===== src/verilog/matmul_config.svh =====
`ifndef MATMUL_CONFIG_SVH
`define MATMUL_CONFIG_SVH

// SRAM word, one signed matrix element
`define MATMUL_DATA_WIDTH 32

// SRAM address for all three arrays
`define MATMUL_ADDR_WIDTH 16

// One matrix dimension, half of a header word
`define MATMUL_DIM_WIDTH 16

`endif

===== src/verilog/matmul_pkg.sv =====
`default_nettype none

`include "matmul_config.svh"

package matmul_pkg;

  typedef logic [`MATMUL_DATA_WIDTH-1:0] data_t;
  typedef logic [`MATMUL_ADDR_WIDTH-1:0] addr_t;
  typedef logic [`MATMUL_DIM_WIDTH-1:0]  dim_t;

  // Header word layout, rows in the upper half
  typedef struct packed {
    dim_t rows;
    dim_t cols;
  } dims_t;

  // Word at address 0 seen either as raw data or as a dimension pair
  typedef union packed {
    dims_t dims;
    data_t raw;
  } header_u;

  // Per-cycle commands from the controller
  typedef struct packed {
    logic load_dims;
    logic rewind;
    logic step;
    logic acc_en;
    logic write;
  } ctrl_cmd_t;

  // Address generator flags back to the controller
  typedef struct packed {
    logic elem_last;
    logic matrix_last;
  } ctrl_status_t;

  // Result SRAM write port
  typedef struct packed {
    logic  we;
    addr_t addr;
    data_t data;
  } sram_wr_t;

endpackage

`default_nettype wire


===== src/verilog/matmul_top.sv =====
`timescale 1ns/1ps
`default_nettype none

module matmul_top
  import matmul_pkg::*;
(
  input  logic     clk,
  input  logic     reset_n,

  // Start handshake
  input  logic     dut_valid,
  output logic     dut_ready,

  // Input SRAM read port, matrix A
  output addr_t    input_rd_addr,
  input  data_t    input_rd_data,

  // Weight SRAM read port, matrix B
  output addr_t    weight_rd_addr,
  input  data_t    weight_rd_data,

  // Result SRAM write port, matrix C
  output sram_wr_t result_wr
);

  ctrl_cmd_t    cmd;
  ctrl_status_t status;
  data_t        acc;

  matmul_ctrl u_ctrl (
    .clk       (clk),
    .reset_n   (reset_n),
    .dut_valid (dut_valid),
    .status    (status),
    .cmd       (cmd),
    .dut_ready (dut_ready)
  );

  matmul_addr_gen u_addr_gen (
    .clk            (clk),
    .reset_n        (reset_n),
    .cmd            (cmd),
    .input_rd_data  (input_rd_data),
    .weight_rd_data (weight_rd_data),
    .input_rd_addr  (input_rd_addr),
    .weight_rd_addr (weight_rd_addr),
    .status         (status)
  );

  // Operands come straight from the SRAM read data
  matmul_mac u_mac (
    .clk     (clk),
    .reset_n (reset_n),
    .cmd     (cmd),
    .a       (input_rd_data),
    .b       (weight_rd_data),
    .acc     (acc)
  );

  matmul_result_writer u_result_writer (
    .clk       (clk),
    .reset_n   (reset_n),
    .cmd       (cmd),
    .acc       (acc),
    .result_wr (result_wr)
  );

endmodule

`default_nettype wire


===== src/verilog/matmul_result_writer.sv =====
`timescale 1ns/1ps
`default_nettype none

module matmul_result_writer
  import matmul_pkg::*;
(
  input  logic      clk,
  input  logic      reset_n,
  input  ctrl_cmd_t cmd,
  input  data_t     acc,
  output sram_wr_t  result_wr
);

  // Next C address, elements finish in row-major order
  addr_t wr_addr;

  always_ff @(posedge clk) begin
    if (!reset_n || cmd.rewind) begin
      wr_addr <= '0;
    end else if (cmd.write) begin
      wr_addr <= wr_addr + 1'b1;
    end
  end

  always_ff @(posedge clk) begin
    if (!reset_n) begin
      result_wr <= '0;
    end else begin
      // Single-cycle write pulse
      result_wr.we <= cmd.write;
      if (cmd.write) begin
        result_wr.addr <= wr_addr;
        result_wr.data <= acc;
      end
    end
  end

endmodule

`default_nettype wire


===== src/verilog/matmul_mac.sv =====
`timescale 1ns/1ps
`default_nettype none

module matmul_mac
  import matmul_pkg::*;
(
  input  logic      clk,
  input  logic      reset_n,
  input  ctrl_cmd_t cmd,
  input  data_t     a,
  input  data_t     b,
  output data_t     acc
);

  data_t product;

  // Low word of the product, same for signed and unsigned operands
  assign product = a * b;

  always_ff @(posedge clk) begin
    if (!reset_n) begin
      acc <= '0;
    end else if (cmd.write || cmd.rewind) begin
      // Sum handed to the writer this cycle, next element starts at zero
      acc <= '0;
    end else if (cmd.acc_en) begin
      acc <= acc + product;
    end
  end

endmodule

`default_nettype wire


===== src/verilog/matmul_addr_gen.sv =====
`timescale 1ns/1ps
`default_nettype none

`include "matmul_config.svh"

module matmul_addr_gen
  import matmul_pkg::*;
(
  input  logic         clk,
  input  logic         reset_n,
  input  ctrl_cmd_t    cmd,
  input  data_t        input_rd_data,
  input  data_t        weight_rd_data,
  output addr_t        input_rd_addr,
  output addr_t        weight_rd_addr,
  output ctrl_status_t status
);

  // Both matrices start right after their header word
  localparam addr_t first_addr = `MATMUL_ADDR_WIDTH'd1;

  header_u hdr_a;
  header_u hdr_b;

  // Captured dimensions
  dim_t m_dim;
  dim_t k_dim;
  dim_t n_dim;

  // Position of the current element and its k
  dim_t m_cnt;
  dim_t n_cnt;
  dim_t k_cnt;
  dim_t m_nxt;
  dim_t n_nxt;
  dim_t k_nxt;

  logic k_last;
  logic n_last;
  logic m_last;

  assign hdr_a.raw = input_rd_data;
  assign hdr_b.raw = weight_rd_data;

  assign k_last = (k_cnt == k_dim - 1'b1);
  assign n_last = (n_cnt == n_dim - 1'b1);
  assign m_last = (m_cnt == m_dim - 1'b1);

  assign status.elem_last   = k_last;
  assign status.matrix_last = m_last && n_last;

  // k innermost, then columns of C, then rows
  always_comb begin
    m_nxt = m_cnt;
    n_nxt = n_cnt;
    k_nxt = k_cnt + 1'b1;
    if (k_last) begin
      k_nxt = '0;
      if (n_last) begin
        n_nxt = '0;
        m_nxt = m_last ? '0 : m_cnt + 1'b1;
      end else begin
        n_nxt = n_cnt + 1'b1;
      end
    end
  end

  always_ff @(posedge clk) begin
    if (!reset_n || cmd.rewind) begin
      m_dim          <= '0;
      k_dim          <= '0;
      n_dim          <= '0;
      m_cnt          <= '0;
      n_cnt          <= '0;
      k_cnt          <= '0;
      input_rd_addr  <= '0;
      weight_rd_addr <= '0;
    end else begin
      if (cmd.load_dims) begin
        // B rows are taken to equal A cols
        m_dim          <= hdr_a.dims.rows;
        k_dim          <= hdr_a.dims.cols;
        n_dim          <= hdr_b.dims.cols;
        input_rd_addr  <= first_addr;
        weight_rd_addr <= first_addr;
      end
      if (cmd.step) begin
        m_cnt          <= m_nxt;
        n_cnt          <= n_nxt;
        k_cnt          <= k_nxt;
        // A row-major, B column by column
        input_rd_addr  <= first_addr + m_nxt * k_dim + k_nxt;
        weight_rd_addr <= first_addr + n_nxt * k_dim + k_nxt;
      end
    end
  end

endmodule

`default_nettype wire


===== src/verilog/matmul_ctrl.sv =====
`timescale 1ns/1ps
`default_nettype none

module matmul_ctrl
  import matmul_pkg::*;
(
  input  logic         clk,
  input  logic         reset_n,
  input  logic         dut_valid,
  input  ctrl_status_t status,
  output ctrl_cmd_t    cmd,
  output logic         dut_ready
);

  typedef enum logic [2:0] {
    IDLE,
    HEADER,
    LOAD,
    STREAM,
    DRAIN,
    WRITE,
    DONE
  } state_t;

  state_t state;
  state_t state_nxt;
  logic   accept;
  logic   stream_d;
  logic   final_elem;

  // Start handshake, only seen while idle
  assign accept = dut_valid && dut_ready;

  always_comb begin
    state_nxt = state;
    cmd       = '0;
    case (state)
      IDLE: begin
        if (accept) begin
          // Point both reads at the header word
          cmd.rewind = 1'b1;
          state_nxt  = HEADER;
        end
      end
      HEADER: begin
        // Header read in flight
        state_nxt = LOAD;
      end
      LOAD: begin
        cmd.load_dims = 1'b1;
        state_nxt     = STREAM;
      end
      STREAM: begin
        // One k per cycle, last step moves to the next element
        cmd.step = 1'b1;
        if (status.elem_last) begin
          state_nxt = DRAIN;
        end
      end
      DRAIN: begin
        state_nxt = WRITE;
      end
      WRITE: begin
        cmd.write = 1'b1;
        state_nxt = final_elem ? DONE : STREAM;
      end
      DONE: begin
        state_nxt = IDLE;
      end
      default: begin
        state_nxt = IDLE;
      end
    endcase
    // Read data trails each streamed address by one cycle
    cmd.acc_en = stream_d;
  end

  always_ff @(posedge clk) begin
    if (!reset_n) begin
      state      <= IDLE;
      dut_ready  <= 1'b1;
      stream_d   <= 1'b0;
      final_elem <= 1'b0;
    end else begin
      state     <= state_nxt;
      dut_ready <= (state_nxt == IDLE);
      stream_d  <= (state == STREAM);
      // Counters move past the element on its last step, so keep the flag here
      if (state == STREAM && status.elem_last) begin
        final_elem <= status.matrix_last;
      end
    end
  end

endmodule

`default_nettype wire


===== config.mk =====
export PLATFORM = sky130hd
export DESIGN_NAME = matmul_top
export DESIGN_NICKNAME = d
export VERILOG_FILES = /design/src/verilog/matmul_pkg.sv /design/src/verilog/matmul_top.sv /design/src/verilog/matmul_result_writer.sv /design/src/verilog/matmul_mac.sv /design/src/verilog/matmul_addr_gen.sv /design/src/verilog/matmul_ctrl.sv
export VERILOG_INCLUDE_DIRS = /design/src /design/src/verilog
export SDC_FILE = /design/constraint.sdc
export NUM_CORES = 2
export LEC_CHECK = 0
export ABC_AREA = 1
export BUFFER_PORTS_ARGS = -buffer_cell sky130_fd_sc_hd__buf_2
export CAP_MARGIN = 30
export CORE_MARGIN = 2
export CORE_UTILIZATION = 50
export DETAILED_ROUTE_END_ITERATION = 12
export PLACE_DENSITY = 0.69
export SLEW_MARGIN = 20
export SYNTH_ARGS = -nofsm -noshare
export SYNTH_HDL_FRONTEND = slang
export SYNTH_SLANG_ARGS = --single-unit

===== constraint.sdc =====
create_clock -name clk -period 9.49 [get_ports clk]
set_input_delay 1.4235 -clock clk [delete_from_list [all_inputs] [get_ports clk]]
set_output_delay 1.4235 -clock clk [all_outputs]
set_load 0.02 [all_outputs]

# Word-level counts from Yosys, hierarchy flattened
# Index checks and enable logic that the tools add are counted.
# op_classes
addsub	12
n_mul	3
n_eq_ne	8
n_mux	18
bitwise	1
n_reduce_logical	10
# ops
cell	n
2-to-1 mux 16 bit	9
adder 16 x 1 -> 16 bit, second input constant	4
== test 16 bit	3
subtractor 16 x 1 -> 16 bit, second input constant	3
adder 1 x 16 -> 16 bit, first input constant	2
adder 16 bit	2
adder 32 bit	1
multiplier 16 x 16 -> 16 bit	2
multiplier 32 x 32 -> 32 bit	1
case mux 3 bit (6 select lines)	1
2-to-1 mux 3 bit	3
== test 3 x 2 -> 1 bit, second input constant	2
== test 3 bit, second input constant	2
zero test 3 bit	2
2-to-1 mux 1 bit	5
== test 3 x 1 -> 1 bit, second input constant	1
logical AND 1 bit	3
logical OR 1 bit	2
nonzero test 2 bit	1
OR reduction 2 bit	1
zero test 1 bit	1
inverter 1 bit	1
# word_totals
regBits	231
input_bits	67
out_inout_bits	82
wordCells	69

# Logic depth before layout (Yosys ltp)
# depth
depth_word	9
depth_mapped	49
ltp_nobuf	47

# By module
# From an unflattened synthesis, not the netlist that was laid out.
# unflattened
cells_unflattened	5641
area_unflattened_um2	39728.1
# modules_own_cells
mod	n_inst	cells_per_inst	area_each_um2	seq_area_each_um2
matmul_mac	1	2612	19128.3	640.6
matmul_addr_gen	1	2652	17773.3	2562.5
matmul_result_writer	1	333	2519.9	1301.2
matmul_ctrl	1	44	306.5	120.1

# Least setup slack after synthesis
# No wires, ideal clock.
# synth_timing
path_kind	input -> register
start	in weight_rd_data[5]
end	reg u_mac.acc[28]
setup_ns	0.115
arrival_time_ns	7.779
slack_ns	1.596
path_stages	26
path_buffers	2
path_cell_list	clkbuf_1 > buf_1 > nand2_1 > fa_1 > inv_1 > fa_1 > inv_1 > fa_1 > fa_1 > fa_1 > inv_1 > fa_1 > inv_1 > fa_1 > fa_1 > inv_1 > ha_1 > a21oi_1 > o21ai_0 > a21oi_1 > o21ai_0 > a21oi_1 > o21a_1 > xor2_1 > o21ai_0 > inv_1
# synth_via
elab_chain_len	2
# synth_lines
item	line	source
start: declaration	matmul_top.sv:20	input data_t weight_rd_data,
multiplier 32 x 32 -> 32 bit	matmul_mac.sv:18	assign product = a * b;
adder 32 bit	matmul_mac.sv:27	acc <= acc + product;
end signal: assignment	matmul_mac.sv:27	
end: declaration	matmul_mac.sv:12	output data_t acc
# No other way between the ends.
# A chain may end at the register's enable or synchronous reset.

# Worst setup path in the final report
# layout_timing
start	reg u_addr_gen.k_dim[3]
end	reg u_addr_gen.input_rd_addr[15]
# layout_via
elab_chain_len	7
word_cells_on_any_way	8
cone_classes	add/sub: 3; mul: 1; eq/ne: 1; mux: 3
# layout_lines
item	line	source
start: declaration	matmul_addr_gen.sv:27	dim_t k_dim;
start signal: assignment	matmul_addr_gen.sv:82	k_dim <= hdr_a.dims.cols;
subtractor 16 x 1 -> 16 bit	matmul_addr_gen.sv:45	assign k_last = (k_cnt == k_dim - 1'b1);
== test 16 bit	matmul_addr_gen.sv:45	
2-to-1 mux 16 bit	matmul_addr_gen.sv:57	if (k_last) begin
multiplier 16 x 16 -> 16 bit	matmul_addr_gen.sv:92	input_rd_addr <= first_addr + m_nxt * k_dim + k_nxt;
adder 1 x 16 -> 16 bit	matmul_addr_gen.sv:92	
adder 16 bit *	matmul_addr_gen.sv:92	
2-to-1 mux 16 bit *	matmul_addr_gen.sv:87	if (cmd.step) begin
end signal: assignment	matmul_addr_gen.sv:84	input_rd_addr <= first_addr;
end signal: assignment	matmul_addr_gen.sv:92	
end: declaration	matmul_addr_gen.sv:14	output addr_t input_rd_addr,
# Mark *: on every way between the ends. The rest lies on a longest branch, timed or not.

==> impl_metrics.tcl <==
set metrics [dict create \
    endpoint "u_addr_gen.input_rd_addr[15]" \
    maxSlewHeadroom 0.4261 \
    synth_area_leaders "fa_1 (33%), nand2_1 (12%), inv_1 (12%)" \
    clk_path_buf_depth 3 \
    synthArstFlopShare 0 \
    status "finished clean" \
    synth_edf_count 0 \
    path_max_fanout 25 \
    ys_ff_latch 231 \
    routed.top_layer "met4" \
    setup_ws_ns 1.159 \
    insertedDiodeCount 0 \
    r2r_slack_ns 1.16 \
    drc_errors 0 \
    dr_total_vias 31701 \
    antenna_found_initial 0 \
    viasPerCell 5.170 \
    core_mm2 0.07457 \
    drt-total-wl_um 105700 \
    finalHoldViolCount 0 \
    fin_crit_ns 8.331 \
    grt_overflow 0 \
    fmax_mhz 120.0 \
    post_drt_wl_per_cell_um 17.24 \
    startpoint_type "flop" \
    htreeDepth 1 \
    cp.arrival_ns 8.86 \
    cp-startpoint "u_addr_gen.k_dim[3]" \
    synth_top_area_share 0.3322 \
    pre_cts_slack_ns 1.090 \
    drive_gt1_frac 0.07128 \
    end_kind "flop" \
    cts_sinks 231 \
    clock_skew_ns 0.02433 \
    synth_most_common_cell "nand2_1" \
    cp_common_cell "nand2_1" \
    wl_met1_um 43300 \
    cts_tree "yes" \
    num_rows 100 \
    finalMaxSlewViolations 0 \
    dieWidth_um 278.7 \
    clk-insertion-delay-late_ns 0.61 \
    ys.flop_type "dfxtp_1" \
    fin_crit_sh 0.8779 \
    nets 6071 \
    met2_length_um 50780 \
    holdBufCountCts 0 \
    crit_buf_inv 11 \
    synth_top_area_cell "fa_1" \
    postRouteAntennaNets 0 \
    rsz0062_at_grt "no" \
    cp_slowest_cell "dfxtp_1" \
    synth_cell_type_count 51 \
    timing.hold.ws_ns 0.4575 \
    ys_warn_count 0 \
    cp.depth 43 \
    initial_core_util 0.5060 \
    r2r-end "u_addr_gen.input_rd_addr[15]" \
    reg2regPathDepth 43 \
    hpwl_um 86270 \
    port_buffers 148 \
    route.met3.wl_um 6515 \
    crit_family "adder cells" \
    track_usage 0.2783 \
    grt_pass1_wl_um 171800 \
    setup_violations 0 \
    cts-root-buf "clkbuf_16" \
    path_clk_slew_ns 0.06 \
    postCtsSetupRepairBufs 0 \
    avgSynthCellArea_um2 7.359 \
    fin_tns_setup_ns 0 \
    max_cap_viol_count 0 \
    grt_pass1_vias 32236 \
    worstMarginPinSlew_ns 0.8519 \
    cts_resized 0 \
    fill_cells 7205 \
    worstSetupPathType "flop to flop" \
    io_pins 149 \
    required_ns 10.02 \
    cts_buffers 31 \
    syn_area_mm2 0.03773 \
    first_pass_iters 5 \
    first_iter_violations 2100 \
    area_delta_synth_final_pct 6.712 \
    slowest_delay_ns 0.57 \
    yosys-top-cells-count "nand2_1 (1241), inv_1 (1234), fa_1 (626), nor2_1 (328), a21oi_1 (272)" \
    dieArea_mm2 0.07767 \
    ys_seq_area_frac 0.1226 \
    grt_max_degree 96 \
    netlist_instances 5127 \
    hp-class "flop to flop" \
    fp.dieH_um 278.7 \
    fin_area_mm2 0.04026 \
    gp_congestion 0.9476 \
    dpl-instance-area_mm2 0.03917 \
    syn_nets 6059 \
    r2r_start "u_addr_gen.k_dim[3]" \
]
## cells by family (layout without fill, tap and decap cells)
kind of cell / count (synthesis) / in the layout / share of synthesized area
and+or+nand+nor: 1881 / 1881 / 0.2072
DFF: 231 / 231 / 0.1226
adders and majority gates: 865 / 865 / 0.4114
buffers and inverters: 1481 / 1517 / 0.1508
xor gates and xnor gates: 162 / 162 / 0.03761
AOI/OAI and AO/OA: 507 / 507 / 0.07040
## final cells by class
type                    instances  area (um2)  area share
inverters                    1260        4733      0.1176
multi-input cells            3415       27440      0.6816
clock inverters                20       261.5    0.006495
repair buffers                200        1161     0.02884
flip-flops and latches        231        4624      0.1149
clock buffers                  37       828.3     0.02057
well taps                     969        1212     0.03011
## worst register-to-register path: cells and delay by family (launching register included)
kind                       cells  cell delay, ns
and+or+nand+nor               22            2.62
DFF                            1            0.57
buffers and inverters         11            1.41
AOI/OAI and AO/OA              3            0.46
adders and majority gates      7            3.20
## layer usage
metal | vias to the layer above | GRT usage
met5 | - | 0
met3 | 227 | 0.03180
li1 | 15088 | -
met1 | 15329 | 0.3556
met4 | 0 | 0.1170
met2 | 1057 | 0.4789
## worst min-delay path by stage
stage / startpoint / endpoint / slack, ns / cells past startpoint
4_1_cts: u_addr_gen.weight_rd_addr[11] / u_addr_gen.weight_rd_addr[11] / 0.46 / 2
2_1_floorplan: u_mac.acc[29] / u_mac.acc[29] / 0.45 / 2
6_report: u_addr_gen.weight_rd_addr[3] / u_addr_gen.weight_rd_addr[3] / 0.46 / 2
3_5_place_dp: u_addr_gen.input_rd_addr[3] / u_addr_gen.input_rd_addr[3] / 0.45 / 2
5_1_grt: u_addr_gen.input_rd_addr[1] / u_addr_gen.input_rd_addr[1] / 0.48 / 2
3_3_place_gp: u_addr_gen.weight_rd_addr[3] / u_addr_gen.weight_rd_addr[3] / 0.45 / 2
## metrics by stage
stage	util	instances
after floorplan	-	5127
final	0.5399	6132
after CTS	0.5398	6131
after detailed placement	0.5252	6074
after global placement	0.5248	6072
after global routing	0.5399	6132
## sequential cells by signal (all words and copies together) (netlist names)
signal                     count
u_addr_gen.n_cnt              16
u_addr_gen.n_dim              16
u_result_writer.result_wr     49
u_result_writer.wr_addr       16
u_ctrl.final_elem              1
u_ctrl.dut_ready               1
u_addr_gen.m_cnt              16
u_mac.acc                     32
u_addr_gen.input_rd_addr      16
u_ctrl.state                   3
u_addr_gen.weight_rd_addr     16
u_ctrl.stream_d                1
u_addr_gen.m_dim              16
u_addr_gen.k_cnt              16
u_addr_gen.k_dim              16
## layout by cell type (no fill, tap or decap), drive strengths merged, types with 4 or more instances in the layout
master,Yosys,routed
a21oi,272,272
a31oi,4,4
buf,43,199
bufinv,0,5
clkbuf,178,38
clkinv,3,12
clkinvlp,0,4
dfxtp,231,231
fa,626,626
ha,239,239
inv,1257,1259
nand2,1265,1265
nand3,167,167
nand3b,14,14
nand4,30,30
nor2,355,355
nor3,26,26
nor4,9,9
o211ai,7,7
o21ai,203,203
o21bai,7,7
or2,10,10
xnor2,60,60
xor2,102,102
Power is left out: the tool's default activity adds up to more than one toggle a clock period on the data nets, which glitch-free logic cannot reach.
